## config.mk

```make
export PLATFORM = sky130hd
export DESIGN_NAME = core_top
export DESIGN_NICKNAME = d
export VERILOG_FILES = /design/src/core_pkg.sv /design/src/av_pkg.sv /design/src/core_regs.sv /design/src/video_timing.sv /design/src/i2s_silence_gen.sv /design/src/cart_clock_div.sv /design/src/core_top.sv
export SDC_FILE = /design/constraint.sdc
export NUM_CORES = 1
export LEC_CHECK = 0
export ABC_AREA = 1
export BUFFER_PORTS_ARGS = -buffer_cell sky130_fd_sc_hd__buf_2
export CORE_ASPECT_RATIO = 0.6
export CORE_MARGIN = 2
export CORE_UTILIZATION = 25
export DETAILED_ROUTE_END_ITERATION = 8
export SLEW_MARGIN = 20
export SYNTH_ARGS = -nofsm -noshare
export SYNTH_HDL_FRONTEND = slang
export SYNTH_SLANG_ARGS = --single-unit
```

## constraint.sdc

```tcl
create_clock -name clk_74a -period 3 [get_ports clk_74a]
set_clock_uncertainty 0.05 [all_clocks]
set_input_delay 0.9 -clock clk_74a [delete_from_list [all_inputs] [get_ports clk_74a]]
set_output_delay 0.9 -clock clk_74a [all_outputs]
set_load 0.05 [all_outputs]
```

## src/core_pkg.sv

```systemverilog
package core_pkg;

    ////////////////////////////////////////////////////////////////////////////
    // host bridge
    ////////////////////////////////////////////////////////////////////////////

    // byte address as seen by the host
    typedef logic [31:0] bridge_addr_t;

    // one bridge data beat
    typedef logic [31:0] bridge_data_t;

    // word the host writes for debug and the overlay
    typedef logic [31:0] debug_word_t;

    // one access on the bridge
    // rd and wr are single-cycle strobes, no ack
    typedef struct packed {
        bridge_addr_t addr;
        logic         rd;
        logic         wr;
        bridge_data_t wr_data;
    } bridge_req_t;

    // top address byte of the register region
    localparam logic [7:0] REG_REGION = 8'h10;

    ////////////////////////////////////////////////////////////////////////////
    // cartridge port
    ////////////////////////////////////////////////////////////////////////////

    // one level translator bank
    typedef logic [7:0] cart_byte_t;

    // translator direction, 1 lets the FPGA drive
    localparam logic CART_DIR_OUT = 1'b1;

    // 74.25 MHz / 2 MHz rounded down
    localparam int CART_DIV_FACTOR = 37;

endpackage

```

## src/av_pkg.sv

```systemverilog
package av_pkg;

    ////////////////////////////////////////////////////////////////////////////
    // video raster
    ////////////////////////////////////////////////////////////////////////////

    // one raster counter, wide enough for 512 lines
    typedef logic [9:0] raster_coord_t;

    // 400 clocks per line, 320 of them visible
    localparam raster_coord_t H_TOTAL  = 10'd400;
    localparam raster_coord_t H_ACTIVE = 10'd320;
    localparam raster_coord_t H_BPORCH = 10'd10;

    // 512 lines per frame, 240 visible
    localparam raster_coord_t V_TOTAL  = 10'd512;
    localparam raster_coord_t V_ACTIVE = 10'd240;
    localparam raster_coord_t V_BPORCH = 10'd10;

    // hs a few clocks after vs, never on the same cycle
    localparam raster_coord_t HS_COLUMN = 10'd3;

    // overlay band, raw counter coords, not visible coords
    localparam raster_coord_t OVERLAY_X_LIMIT = 10'd60;
    localparam raster_coord_t OVERLAY_Y_LIMIT = 10'd200;

    // background level per channel
    localparam logic [7:0] GREY_LEVEL = 8'd60;

    // {red, green, blue}
    typedef logic [23:0] pixel_t;

    // scaler video port
    typedef struct packed {
        pixel_t rgb;
        logic   de;
        logic   skip;
        logic   vs;
        logic   hs;
    } video_out_t;

    ////////////////////////////////////////////////////////////////////////////
    // audio clocking
    ////////////////////////////////////////////////////////////////////////////

    // mclk toggle rate = 2 * 12.288 MHz over 74.25 MHz
    typedef logic [21:0] mclk_accum_t;
    localparam mclk_accum_t MCLK_STEP = 22'd245760;
    localparam mclk_accum_t MCLK_WRAP = 22'd742500;

    // 32 sclk bits per channel
    localparam int LRCK_HALF_BITS = 32;

    // i2s port to the scaler
    typedef struct packed {
        logic mclk;
        logic lrck;
        logic dac;
    } audio_out_t;

endpackage

```

## src/core_regs.sv

```systemverilog
module core_regs
    import core_pkg::*;
(
    input  logic         clk_74a,
    input  logic         reset_n,
    input  bridge_req_t  bridge,
    output bridge_data_t rd_data,
    output debug_word_t  debug,
    output logic         overlay_en
);

    // address falls in the 0x10xxxxxx region
    logic region_hit;

    ////////////////////////////////////////////////////////////////////////////
    // region decode
    ////////////////////////////////////////////////////////////////////////////

    // only the top byte selects, lower bits alias
    assign region_hit = (bridge.addr[31:24] == REG_REGION);

    ////////////////////////////////////////////////////////////////////////////
    // debug word
    ////////////////////////////////////////////////////////////////////////////

    // wr strobe lands on this edge
    // new value shows up on every consumer next cycle
    always_ff @(posedge clk_74a or negedge reset_n) begin
        if (!reset_n) begin
            debug <= '0;
        end else if (bridge.wr && region_hit) begin
            debug <= bridge.wr_data;
        end
    end

    ////////////////////////////////////////////////////////////////////////////
    // read mux
    ////////////////////////////////////////////////////////////////////////////

    // reads have no side effect so the rd strobe is not decoded
    // data is valid in the same cycle as the address
    always_comb begin
        if (region_hit) begin
            rd_data = debug;
        end else begin
            // unmapped regions read as zero
            rd_data = '0;
        end
    end

    // overlay level for the video side
    // any set bit turns it on
    assign overlay_en = |debug;

endmodule

```

## src/video_timing.sv

```systemverilog
module video_timing
    import av_pkg::*;
(
    input  logic       clk_74a,
    input  logic       reset_n,
    input  logic       overlay_en,
    output video_out_t video
);

    // raw raster position, back porch included
    raster_coord_t h_count;
    raster_coord_t v_count;

    // inside the 320x240 window
    logic h_active;
    logic v_active;
    logic in_window;

    // pixel for the current position
    logic   overlay_hit;
    pixel_t pixel_next;

    ////////////////////////////////////////////////////////////////////////////
    // raster counters
    ////////////////////////////////////////////////////////////////////////////

    // one pixel per clk_74a, 204800 clocks per frame
    always_ff @(posedge clk_74a or negedge reset_n) begin
        if (!reset_n) begin
            h_count <= '0;
            v_count <= '0;
        end else if (h_count == H_TOTAL - 1'b1) begin
            h_count <= '0;
            // end of line, step the row
            if (v_count == V_TOTAL - 1'b1) begin
                v_count <= '0;
            end else begin
                v_count <= v_count + 1'b1;
            end
        end else begin
            h_count <= h_count + 1'b1;
        end
    end

    ////////////////////////////////////////////////////////////////////////////
    // window and colour
    ////////////////////////////////////////////////////////////////////////////

    assign h_active  = (h_count >= H_BPORCH) && (h_count < H_BPORCH + H_ACTIVE);
    assign v_active  = (v_count >= V_BPORCH) && (v_count < V_BPORCH + V_ACTIVE);
    assign in_window = h_active && v_active;

    // left band and bottom band, raw coords
    assign overlay_hit = overlay_en &&
                         ((h_count < OVERLAY_X_LIMIT) || (v_count > OVERLAY_Y_LIMIT));

    always_comb begin
        if (overlay_hit) begin
            // solid red
            pixel_next = {8'hff, 8'h00, 8'h00};
        end else begin
            pixel_next = {GREY_LEVEL, GREY_LEVEL, GREY_LEVEL};
        end
    end

    ////////////////////////////////////////////////////////////////////////////
    // output stage
    ////////////////////////////////////////////////////////////////////////////

    // registered, one cycle behind the counters
    always_ff @(posedge clk_74a or negedge reset_n) begin
        if (!reset_n) begin
            video <= '0;
        end else begin
            // frame origin
            video.vs   <= (h_count == '0) && (v_count == '0);
            // once per line, in the back porch
            video.hs   <= (h_count == HS_COLUMN);
            video.de   <= in_window;
            video.skip <= 1'b0;
            // blanking is black
            video.rgb  <= in_window ? pixel_next : '0;
        end
    end

endmodule

```

## src/i2s_silence_gen.sv

```systemverilog
module i2s_silence_gen
    import av_pkg::*;
(
    input  logic       clk_74a,
    input  logic       reset_n,
    output audio_out_t audio
);

    // fractional mclk source
    mclk_accum_t accum;
    logic        mclk;
    logic        mclk_toggle;
    logic        mclk_rise;

    // sclk is sclk_div[1], mclk / 4
    logic [1:0] sclk_div;
    logic       sclk_fall;

    // bit count within one channel
    logic [4:0] lrck_cnt;
    logic       lrck;

    ////////////////////////////////////////////////////////////////////////////
    // mclk, ~12.288 MHz from 74.25 MHz
    ////////////////////////////////////////////////////////////////////////////

    assign mclk_toggle = (accum >= MCLK_WRAP);

    always_ff @(posedge clk_74a or negedge reset_n) begin
        if (!reset_n) begin
            accum <= '0;
            mclk  <= 1'b0;
        end else if (mclk_toggle) begin
            accum <= accum - MCLK_WRAP + MCLK_STEP;
            mclk  <= ~mclk;
        end else begin
            accum <= accum + MCLK_STEP;
        end
    end

    ////////////////////////////////////////////////////////////////////////////
    // sclk and lrck, all on clk_74a
    ////////////////////////////////////////////////////////////////////////////

    // strobes mark the cycle the edge is produced
    assign mclk_rise = mclk_toggle && !mclk;
    // sclk_div 11 -> 00 takes bit 1 low
    assign sclk_fall = mclk_rise && (sclk_div == 2'b11);

    always_ff @(posedge clk_74a or negedge reset_n) begin
        if (!reset_n) begin
            sclk_div <= '0;
        end else if (mclk_rise) begin
            sclk_div <= sclk_div + 1'b1;
        end
    end

    // 32 sclk per channel, 128 mclk rises
    always_ff @(posedge clk_74a or negedge reset_n) begin
        if (!reset_n) begin
            lrck_cnt <= '0;
            lrck     <= 1'b0;
        end else if (sclk_fall) begin
            lrck_cnt <= lrck_cnt + 1'b1;
            if (int'(lrck_cnt) == LRCK_HALF_BITS - 1) begin
                // switch channels
                lrck <= ~lrck;
            end
        end
    end

    // data line stays silent
    assign audio = '{mclk: mclk, lrck: lrck, dac: 1'b0};

endmodule

```

## src/cart_clock_div.sv

```systemverilog
module cart_clock_div
    import core_pkg::*;
(
    input  logic clk_74a,
    input  logic reset_n,
    output logic cart_clk
);

    // cycles since the last toggle
    logic [$clog2(CART_DIV_FACTOR)-1:0] div_count;

    ////////////////////////////////////////////////////////////////////////////
    // toggle divider
    ////////////////////////////////////////////////////////////////////////////

    // ~1 MHz square wave for the cartridge pins
    // period is 2 * CART_DIV_FACTOR clocks
    always_ff @(posedge clk_74a or negedge reset_n) begin
        if (!reset_n) begin
            div_count <= '0;
            cart_clk  <= 1'b0;
        end else if (int'(div_count) == CART_DIV_FACTOR - 1) begin
            // wrap and flip
            div_count <= '0;
            cart_clk  <= ~cart_clk;
        end else begin
            div_count <= div_count + 1'b1;
        end
    end

endmodule

```

## src/core_top.sv

```systemverilog
module core_top
    import core_pkg::*;
    import av_pkg::*;
(
    input  logic         clk_74a,
    input  logic         reset_n,

    // host bridge
    input  bridge_req_t  bridge,
    output bridge_data_t bridge_rd_data,
    output logic         bridge_endian_little,

    // scaler video and i2s
    output video_out_t   video,
    output audio_out_t   audio,

    // cartridge translators
    output cart_byte_t   cart_bank3,
    output logic         cart_bank3_dir,
    output logic [3:0]   cart_bank0,
    output logic         cart_bank0_dir
);

    debug_word_t debug;
    logic        overlay_en;
    logic        cart_clk;

    ////////////////////////////////////////////////////////////////////////////
    // control
    ////////////////////////////////////////////////////////////////////////////

    core_regs i_core_regs (
        .clk_74a    (clk_74a),
        .reset_n    (reset_n),
        .bridge     (bridge),
        .rd_data    (bridge_rd_data),
        .debug      (debug),
        .overlay_en (overlay_en)
    );

    // host sees big-endian words
    assign bridge_endian_little = 1'b0;

    ////////////////////////////////////////////////////////////////////////////
    // datapath
    ////////////////////////////////////////////////////////////////////////////

    video_timing i_video_timing (
        .clk_74a    (clk_74a),
        .reset_n    (reset_n),
        .overlay_en (overlay_en),
        .video      (video)
    );

    i2s_silence_gen i_i2s_silence_gen (
        .clk_74a (clk_74a),
        .reset_n (reset_n),
        .audio   (audio)
    );

    cart_clock_div i_cart_clock_div (
        .clk_74a  (clk_74a),
        .reset_n  (reset_n),
        .cart_clk (cart_clk)
    );

    ////////////////////////////////////////////////////////////////////////////
    // cartridge pins
    ////////////////////////////////////////////////////////////////////////////

    // low debug byte on AD[7:0] for a logic probe
    assign cart_bank3     = debug[7:0];
    assign cart_bank3_dir = CART_DIR_OUT;

    // test clock on PHI, WR, RD and CS alike
    assign cart_bank0     = {4{cart_clk}};
    assign cart_bank0_dir = CART_DIR_OUT;

endmodule

```

==> impl_metrics.ini, run 1 <==
[worst_setup_path]
startpoint_type = primary input
critPathRequiredTime_ps = 2050
endpoint_kind = output pin
worstSetupPathType = primary input to output pin
crit_arrival_ps = 2020
worstPathMaxFanout = 19

[synth]
yosys_register_bits = 93
synth-edff-count = 0
netlist_area_um2 = 5320
yosys_most_used_dff = dfrtp_1
avgSynthCellArea_um2 = 7.78
yosys-top-cells-count = nor2_1, nand2_1, inv_1
ys_seq_area_frac = 0.437
synthCells = 684
netlist.area_leader.share = 0.437
yosysMostFrequentCell = nor2_1
async_reset_ff_frac = 1.00
yosysUniqueCellTypes = 37
synth_area_leaders = dfrtp_1, nor2_1, nand2_1, inv_1, buf_4
yosysWarnings = 0
synth_top_cell_by_area = dfrtp_1

[route]
drc = 0
vias_per_cell = 4.19
drt_iter0_drc = 286
wl_per_cell_um = 11.9
vias = 4398
first_pass_iters = 4
routed_wl_mm = 12.5
ant_nets = 0

[finish]
area_growth_pct = 22.9
num_antenna_cells = 0
fillerInstances = 2223
final_nets = 849
seq_area_um2 = 2330
fin_util = 0.312
multi_input_area_um2 = 2350
drive_gt1_frac = 0.233
final_cells = 1050

[die]
start_util = 0.254
pin_count = 146
rows = 41
coreArea_um2 = 20900
die-area_um2 = 22500
die_height_um = 117
die-width_um = 192

[timing]
hold_viol = 0
rsz0062_at_grt = yes
worst_pin_slew_ps = 492
min_period_ps = 2970
slew_violations = 0
setup_viol = 0
relSlewSlack = 0.669
post-route-period-util = 0.990
clock.fmax_ghz = 0.337
setup_ws_ps = 29.2

[pwr]
p_seq_frac = 0.491
p_leak_nw = 3.37
switching_share = 0.271
p_int_mw = 1.91
ir_drop_v = 0.000271
pwr-share-comb = 0.063
netSwitchingPower_mw = 0.710
clkPwrFrac = 0.447
power_density_nw_per_um2 = 400
finalPower_mw = 2.62

[job]
drv_cap = 0

[clocking]
cts_tree = done
path_clk_slew_ps = 80
cts_root_buf = clkbuf_16
clk_path_buf_depth = 2
clk_latency_ps = 360
cts_max_level = 3
cts.sink_count = 93
cts_setup_buffers = 0
numCtsBuffers = 9
hold_buffers = 0

[global_routing]
grt_pass1_vias = 4026
antenna_found_initial = 0
grt_pass1_wl_mm = 20.6
grt_overflow_total = 0
gr-usage-all-layers = 0.116
grt_max_degree = 58

[min_path]
min_path_type = primary input to asynchronous set/reset pin

[placement]
hpwl_mm = 9.17
dp_cells = 1034
gp_congestion = 0.801
preCtsSetupSlack_ps = -103
numPortBuffers = 107

[run_status]
status = finished clean
==> layout by cell type, fill, tap and decap left out, types with 4 or more instances in the layout <==
master and count:
nand3_1 33, inv_1 102, dfrtp_1 93, a21oi_1 45, buf_6 28, nor2_2 24
o21ai_0 23, buf_2 74, xor2_1 25, nor4_1 7, nor2_4 5, conb_1 13
xnor2_1 4, nor3_1 11, inv_2 6, clkbuf_16 9, nor2_1 89, nand2_2 5
ha_1 15, nand2_1 106, nand4_1 11, buf_4 11
==> stage by stage <==
stage	cell area (um^2)	hold slack, ps	TNS (ps)
4_1_cts	6390	321	-1.66
3_5_place_dp	5960	411	-1260
5_1_grt	6540	317	-141
6_report	6540	331	0
2_1_floorplan	5360	382	-5520
3_3_place_gp	5960	409	-531
==> critical path, stage by stage <==
cell and delay, ps:
buf_2 110, nor4_4 260, and3_4 220, inv_2 60, buf_12 160, nor2_1 130
buf_6 180
==> final cells by class <==
type                            instances  share of cell area
Sequential cell                        93               0.356
Clock inverter                          7              0.0121
Clock buffer                            9              0.0344
Multi-Input combinational cell        439               0.359
Timing Repair Buffer                  115               0.124
Inverter                              108              0.0620
Tap cell                              279              0.0534
==> logic make-up (layout without fill, tap and decap cells) <==
| logic type | after synthesis | count (layout) | synth area share |
|---|---|---|---|
| xor gates and xnor gates | 29 | 29 | 0.0477 |
| DFF | 93 | 93 | 0.437 |
| buffers and inverters | 163 | 239 | 0.147 |
| and+or+nand+nor | 304 | 304 | 0.254 |
| AOI/OAI and AO/OA | 78 | 78 | 0.0769 |
| other | 2 | 13 | 0.00141 |
| adders and majority gates | 15 | 15 | 0.0353 |
==> final timing paths <==
path                            slack [ps]                  startpoint  cells past startpoint                             to
max in group asynchronous             2000                     reset_n                      2    i_i2s_silence_gen.accum[13]
worst min register to register         410   i_video_timing.h_count[0]                      1      i_video_timing.h_count[0]
worst max register to register         930  i_i2s_silence_gen.accum[2]                     12  i_i2s_silence_gen.lrck_cnt[1]
worst max-delay path                    30                  bridge[59]                      7             bridge_rd_data[28]
min in group clk_74a                   410   i_video_timing.h_count[0]                      1      i_video_timing.h_count[0]
worst min-delay path                   330                     reset_n                      1           i_core_regs.debug[4]
==> timing repair <==
| action | CTS | global route |
|---|---|---|
| resized for setup | 43 | 50 |
| pin swaps | 0 | 1 |
| endpoints found under the setup margin | 32 | 32 |
==> power by group through the flow <==
stage	combinational, mW	sequential (mW)	clock, mW
after floorplan	0.105	1.30	0
after global placement	0.157	1.31	0
after detailed placement	0.157	1.31	0
after CTS	0.159	1.28	1.22
after global routing	0.181	1.29	1.27
final	0.164	1.28	1.17
==> routing by layer <==
metal / routed length (um) / track usage
met5: 0 / 0
met4: 87 / 0.0214
met3: 955 / 0.0417
met2: 4870 / 0.157
met1: 6580 / 0.175
==> flip-flops by register name, summed over array words and instances, names as in the netlist <==
register	flops
i_video_timing.v_count	10
i_i2s_silence_gen.lrck	1
i_i2s_silence_gen.lrck_cnt	5
i_cart_clock_div.div_count	6
i_i2s_silence_gen.accum	20
i_i2s_silence_gen.sclk_div	2
i_i2s_silence_gen.mclk	1
i_cart_clock_div.cart_clk	1
i_video_timing.video	5
i_video_timing.h_count	10
i_core_regs.debug	32
Note: power is estimated with default switching activity, not from simulation.
==> run 2: changes to the inputs <==
--- a/config.mk
+++ b/config.mk
@@ -9,7 +9,7 @@
 export BUFFER_PORTS_ARGS = -buffer_cell sky130_fd_sc_hd__buf_2
 export CORE_ASPECT_RATIO = 0.6
 export CORE_MARGIN = 2
-export CORE_UTILIZATION = 25
+export CORE_UTILIZATION = 30
 export DETAILED_ROUTE_END_ITERATION = 8
 export SLEW_MARGIN = 20
 export SYNTH_ARGS = -nofsm -noshare
==> run 2 against run 1 <==
Net effect:
- final area fell by 2.3%
- register-to-register slack improved by 30 ps
- critical path depth stayed put
- critical endpoint is now bridge_rd_data[4]
==> impl_metrics.ini, run 2 (synthesis results as in run 1) <==
[run_status]
status = finished clean

[worst_setup_path]
critPathTopFamily = simple AND/OR/NAND/NOR gates
worstPathMaxFanout = 18
endpoint_kind = output pin
crit_chain = buf_2 > nor4_2 > and3_1 > inv_2 > buf_12 > nor2_1 > buf_4
critPathRequiredTime_ps = 2050
cp_num_buf_inv = 4
startpoint_type = primary input
crit_path_top_delay_cell = nor4_2
worstSetupPathType = primary input to output pin
crit_arrival_ps = 1990
rrSetupSlack_ps = 960
max_stage_delay_ps = 240

[finish]
fin_util = 0.370
regMostFlops = i_core_regs.debug
seq_area_um2 = 2330
reg.largest.list = i_core_regs.debug (32), i_i2s_silence_gen.accum (20)
fillerInstances = 1796
drive_gt1_frac = 0.225
num_antenna_cells = 0
multi_input_area_um2 = 2310
largest_reg_flops = 32
layout_commonest_cell = nand2_1
final_cell_mix = nand2_1, inv_1, nor2_1, dfrtp_1, buf_2
final_cells = 1003
area_growth_pct = 20.1
final_nets = 847

[timing]
rsz0062_at_grt = yes
hold_ws_ps = 406
worst_pin_slew_ps = 496
slew_violations = 0
min_period_ps = 2940
post-route-period-util = 0.981
setup_viol = 0
hold_viol = 0
relSlewSlack = 0.667
clock.fmax_ghz = 0.340
setup_ws_ps = 56.5

[pwr]
finalPower_mw = 2.51
power_density_nw_per_um2 = 393
p_leak_nw = 3.35
ir_drop_v = 0.000237

[global_routing]
grt_pass1_wl_mm = 19.6
antenna_found_initial = 0
gr-usage-all-layers = 0.129
grt_overflow_total = 0
grt_max_degree = 64
grt_pass1_vias = 4048

[placement]
preCtsSetupSlack_ps = -64.5
gp_congestion = 0.900
hpwl_mm = 8.68
dp_cells = 986
numPortBuffers = 107

[route]
vias = 4333
routed_wl_mm = 11.6
ant_nets = 0
wl_per_cell_um = 11.6
drc = 0
vias_per_cell = 4.32
drt_iter0_drc = 227
first_pass_iters = 4

[clocking]
cts.sink_count = 93
numCtsBuffers = 9
cts_max_level = 3
hold_buffers = 0
cts_root_buf = clkbuf_16
cts_tree = done
path_clk_slew_ps = 70
clk_latency_ps = 340
clk_path_buf_depth = 2

[die]
pin_count = 146
start_util = 0.308
rows = 37
die-width_um = 176
die_height_um = 107
die-area_um2 = 18900
coreArea_um2 = 17300

[min_path]
min_path_type = flip-flop to flip-flop

[job]
drv_cap = 0
-- run 2: changes by cell type in the layout (fill, tap and decap cells not counted), moves of 3 or more --
cell | before | now
buf_6 | 28 | 21
nor2_1 | 89 | 93
buf_4 | 11 | 14
clkinv_2 | 0 | 3
nor2_4 | 5 | 2
-- run 2: area by class of cell --
| class | count | area share |
|---|---|---|
| tap | 234 | 0.0458 |
| clock inverter | 6 | 0.00607 |
| clock buffer | 10 | 0.0374 |
| sequential | 93 | 0.364 |
| timing repair buffer | 113 | 0.122 |
| inverter | 108 | 0.0634 |
| multi-input combinational | 439 | 0.361 |
-- run 2: final timing paths --
check / start / endpoint / depth (start not counted)
setup / recovery: bridge[59] / bridge_rd_data[4] / 7
max in group asynchronous: reset_n / i_core_regs.debug[13] / 2
hold / removal: i_video_timing.h_count[0] / i_video_timing.h_count[0] / 1
setup reg to reg: i_i2s_silence_gen.accum[2] / i_i2s_silence_gen.accum[19] / 13
hold reg to reg: i_video_timing.h_count[0] / i_video_timing.h_count[0] / 1
min in group asynchronous: reset_n / i_cart_clock_div.div_count[2] / 1
-- run 2: where the power goes --
part	internal [mW]	switching, mW	total (mW)	leakage, nW
Combinational	0.0389	0.117	0.156	2.16
Sequential	1.27	0.0102	1.28	1.06
Clock	0.582	0.487	1.07	0.134
Total	1.89	0.614	2.51	3.35
-- run 2: layer usage --
layer,wire [um],vias up,track usage
met5,0,-,0
met2,4520,100,0.171
li1,-,2257,-
met4,81,0,0.0283
met1,6250,1968,0.200
met3,768,8,0.0387
-- run 2: through the flow --
step                cell area [um^2]  TNS [ps]
finish                          6390         0
global route                    6390     -54.1
CTS                             6210         0
detailed placement              5890      -445
global placement                5890     -83.4
floorplan                       5360     -5520
-- run 2: timing repair --
item,CTS,global route
resized for setup,17,73
setup buffers,0,1
endpoints found under the setup margin,15,32
pin swaps,0,1
==> run 3: changes to the inputs <==
--- a/config.mk
+++ b/config.mk
@@ -7,11 +7,10 @@
 export LEC_CHECK = 0
 export ABC_AREA = 1
 export BUFFER_PORTS_ARGS = -buffer_cell sky130_fd_sc_hd__buf_2
-export CORE_ASPECT_RATIO = 0.6
+export CORE_ASPECT_RATIO = 0.75
 export CORE_MARGIN = 2
 export CORE_UTILIZATION = 30
 export DETAILED_ROUTE_END_ITERATION = 8
-export SLEW_MARGIN = 20
 export SYNTH_ARGS = -nofsm -noshare
 export SYNTH_HDL_FRONTEND = slang
 export SYNTH_SLANG_ARGS = --single-unit
==> run 3 against run 2 <==
Net effect:
- sequential cell count is the same
- routed wire length up 0.58%
- combinational power grew 3%
- cell count up 1.2%
==> impl_metrics.ini, run 3 (synthesis results as in run 1) <==
[run_status]
status = finished clean

[route]
wl_per_cell_um = 11.5
first_pass_iters = 4
vias_per_cell = 4.29
drt_iter0_drc = 298
drc = 0
vias = 4359
ant_nets = 0
routed_wl_mm = 11.7

[finish]
final_cell_mix = nand2_1, inv_1, dfrtp_1
largest_reg_flops = 32
seq_area_um2 = 2330
fin_area_um2 = 6550
fillerInstances = 1767
regMostFlops = i_core_regs.debug
reg.largest.list = i_core_regs.debug (32), i_i2s_silence_gen.accum (20)
multi_input_area_um2 = 2350
area_growth_pct = 23.1
final_nets = 851
drive_gt1_frac = 0.243
num_antenna_cells = 0
layout_commonest_cell = nand2_1

[worst_setup_path]
crit_arrival_ps = 2000
worstSetupPathType = primary input to output pin
rrSetupSlack_ps = 990
critPathRequiredTime_ps = 2050
reg2reg_depth = 12
endpoint_kind = output pin
worstPathMaxFanout = 8
r2r-start = i_i2s_silence_gen.accum[2]
reg2reg_to = i_i2s_silence_gen.lrck_cnt[2]
startpoint_type = primary input

[clocking]
clk_latency_ps = 350
cts.sink_count = 93
clk_path_buf_depth = 2
numCtsBuffers = 9
cts_max_level = 3
cts_tree = done
cts_root_buf = clkbuf_16
path_clk_slew_ps = 60

[pwr]
clkPwrFrac = 0.448
power_density_nw_per_um2 = 399
switching_share = 0.247
p_int_mw = 1.97
p_seq_frac = 0.491
netSwitchingPower_mw = 0.645
p_leak_nw = 3.38
pwr-share-comb = 0.061
ir_drop_v = 0.000292

[die]
die-width_um = 158
pin_count = 146
die-area_um2 = 18800
coreArea_um2 = 17500
rows = 42
start_util = 0.304
die_height_um = 119

[min_path]
hold_depth = 1
min_path_type = flip-flop to flip-flop
worstHoldStart = i_i2s_silence_gen.accum[6]
min_to = i_i2s_silence_gen.accum[6]

[placement]
gp_congestion = 0.877
place_area_um2 = 5910
numPortBuffers = 107
hpwl_mm = 8.53

[timing]
min_period_ps = 2950
hold_ws_ps = 422
slew_violations = 0
relSlewSlack = 0.663
post-route-period-util = 0.984
worst_pin_slew_ps = 505
setup_viol = 0
hold_viol = 0
clock.fmax_ghz = 0.339

[global_routing]
gr-usage-all-layers = 0.128
antenna_found_initial = 0
grt_pass1_vias = 3974
grt_pass1_wl_mm = 19.0
grt_max_degree = 58
grt_overflow_total = 0

[job]
drv_cap = 0
[run 3: critical path, stage by stage]
cell and delay (ps):
buf_6 90, nor4_2 250, and3_4 260, inv_8 60, clkbuf_16 170, nor2_2 110, buf_6 170
[run 3: what timing repair did]
action / 4_1_cts / 5_1_grt
pin swaps: 0 / 2
cloned: 0 / 1
resized for setup: 33 / 69
setup buffers: 0 / 1
hold buffers: 0 / 0
setup endpoints to repair: 32 / 31
[run 3: area by class of cell]
| type | count | area share |
|---|---|---|
| multi-input combinational | 439 | 0.359 |
| sequential | 93 | 0.355 |
| timing repair buffer | 117 | 0.131 |
| inverter | 108 | 0.0630 |
| tap | 242 | 0.0462 |
| clock buffer | 10 | 0.0350 |
| clock inverter | 6 | 0.0105 |
[run 3: worst max-delay path by stage]
| stage | cells past startpoint | end | slack [ps] | from |
|---|---|---|---|---|
| final | 7 | bridge_rd_data[16] | 50 | bridge[59] |
| after global routing | 7 | bridge_rd_data[10] | -0.4 | bridge[59] |
| after CTS | 7 | bridge_rd_data[23] | 0.1 | bridge[59] |
| after detailed placement | 6 | bridge_rd_data[13] | -170 | bridge[59] |
| after global placement | 6 | bridge_rd_data[13] | -170 | bridge[59] |
| after floorplan | 5 | bridge_rd_data[10] | -180 | bridge[59] |
[run 3: routing by layer]
metal | global-route usage | part of all wire | vias to the layer above
met1 | 0.185 | 0.50 | 1984
met2 | 0.174 | 0.42 | 110
li1 | - | - | 2253
met3 | 0.0488 | 0.071 | 12
met5 | 0 | 0 | -
met4 | 0.0386 | 0.012 | 0
[run 3: stage by stage]
step / util / power [mW] / setup TNS (ps) / setup WS, ps / cells
floorplan: - / 1.41 / -5520 / -184 / 695
global placement: 0.338 / 1.46 / -3300 / -172 / 997
detailed placement: 0.338 / 1.46 / -3250 / -169 / 997
CTS: 0.360 / 2.66 / 0 / 0.149 / 1013
global route: 0.374 / 2.73 / -0.425 / -0.425 / 1015
finish: 0.374 / 2.61 / 0 / 47.0 / 1015
[run 3: power groups by stage]
| stage | clock, mW | sequential, mW | combinational, mW |
|---|---|---|---|
| 5_1_grt | 1.27 | 1.28 | 0.178 |
| 4_1_cts | 1.22 | 1.28 | 0.154 |
| 3_5_place_dp | 0 | 1.31 | 0.153 |
| 6_report | 1.17 | 1.28 | 0.161 |
| 2_1_floorplan | 0 | 1.30 | 0.105 |
| 3_3_place_gp | 0 | 1.31 | 0.151 |
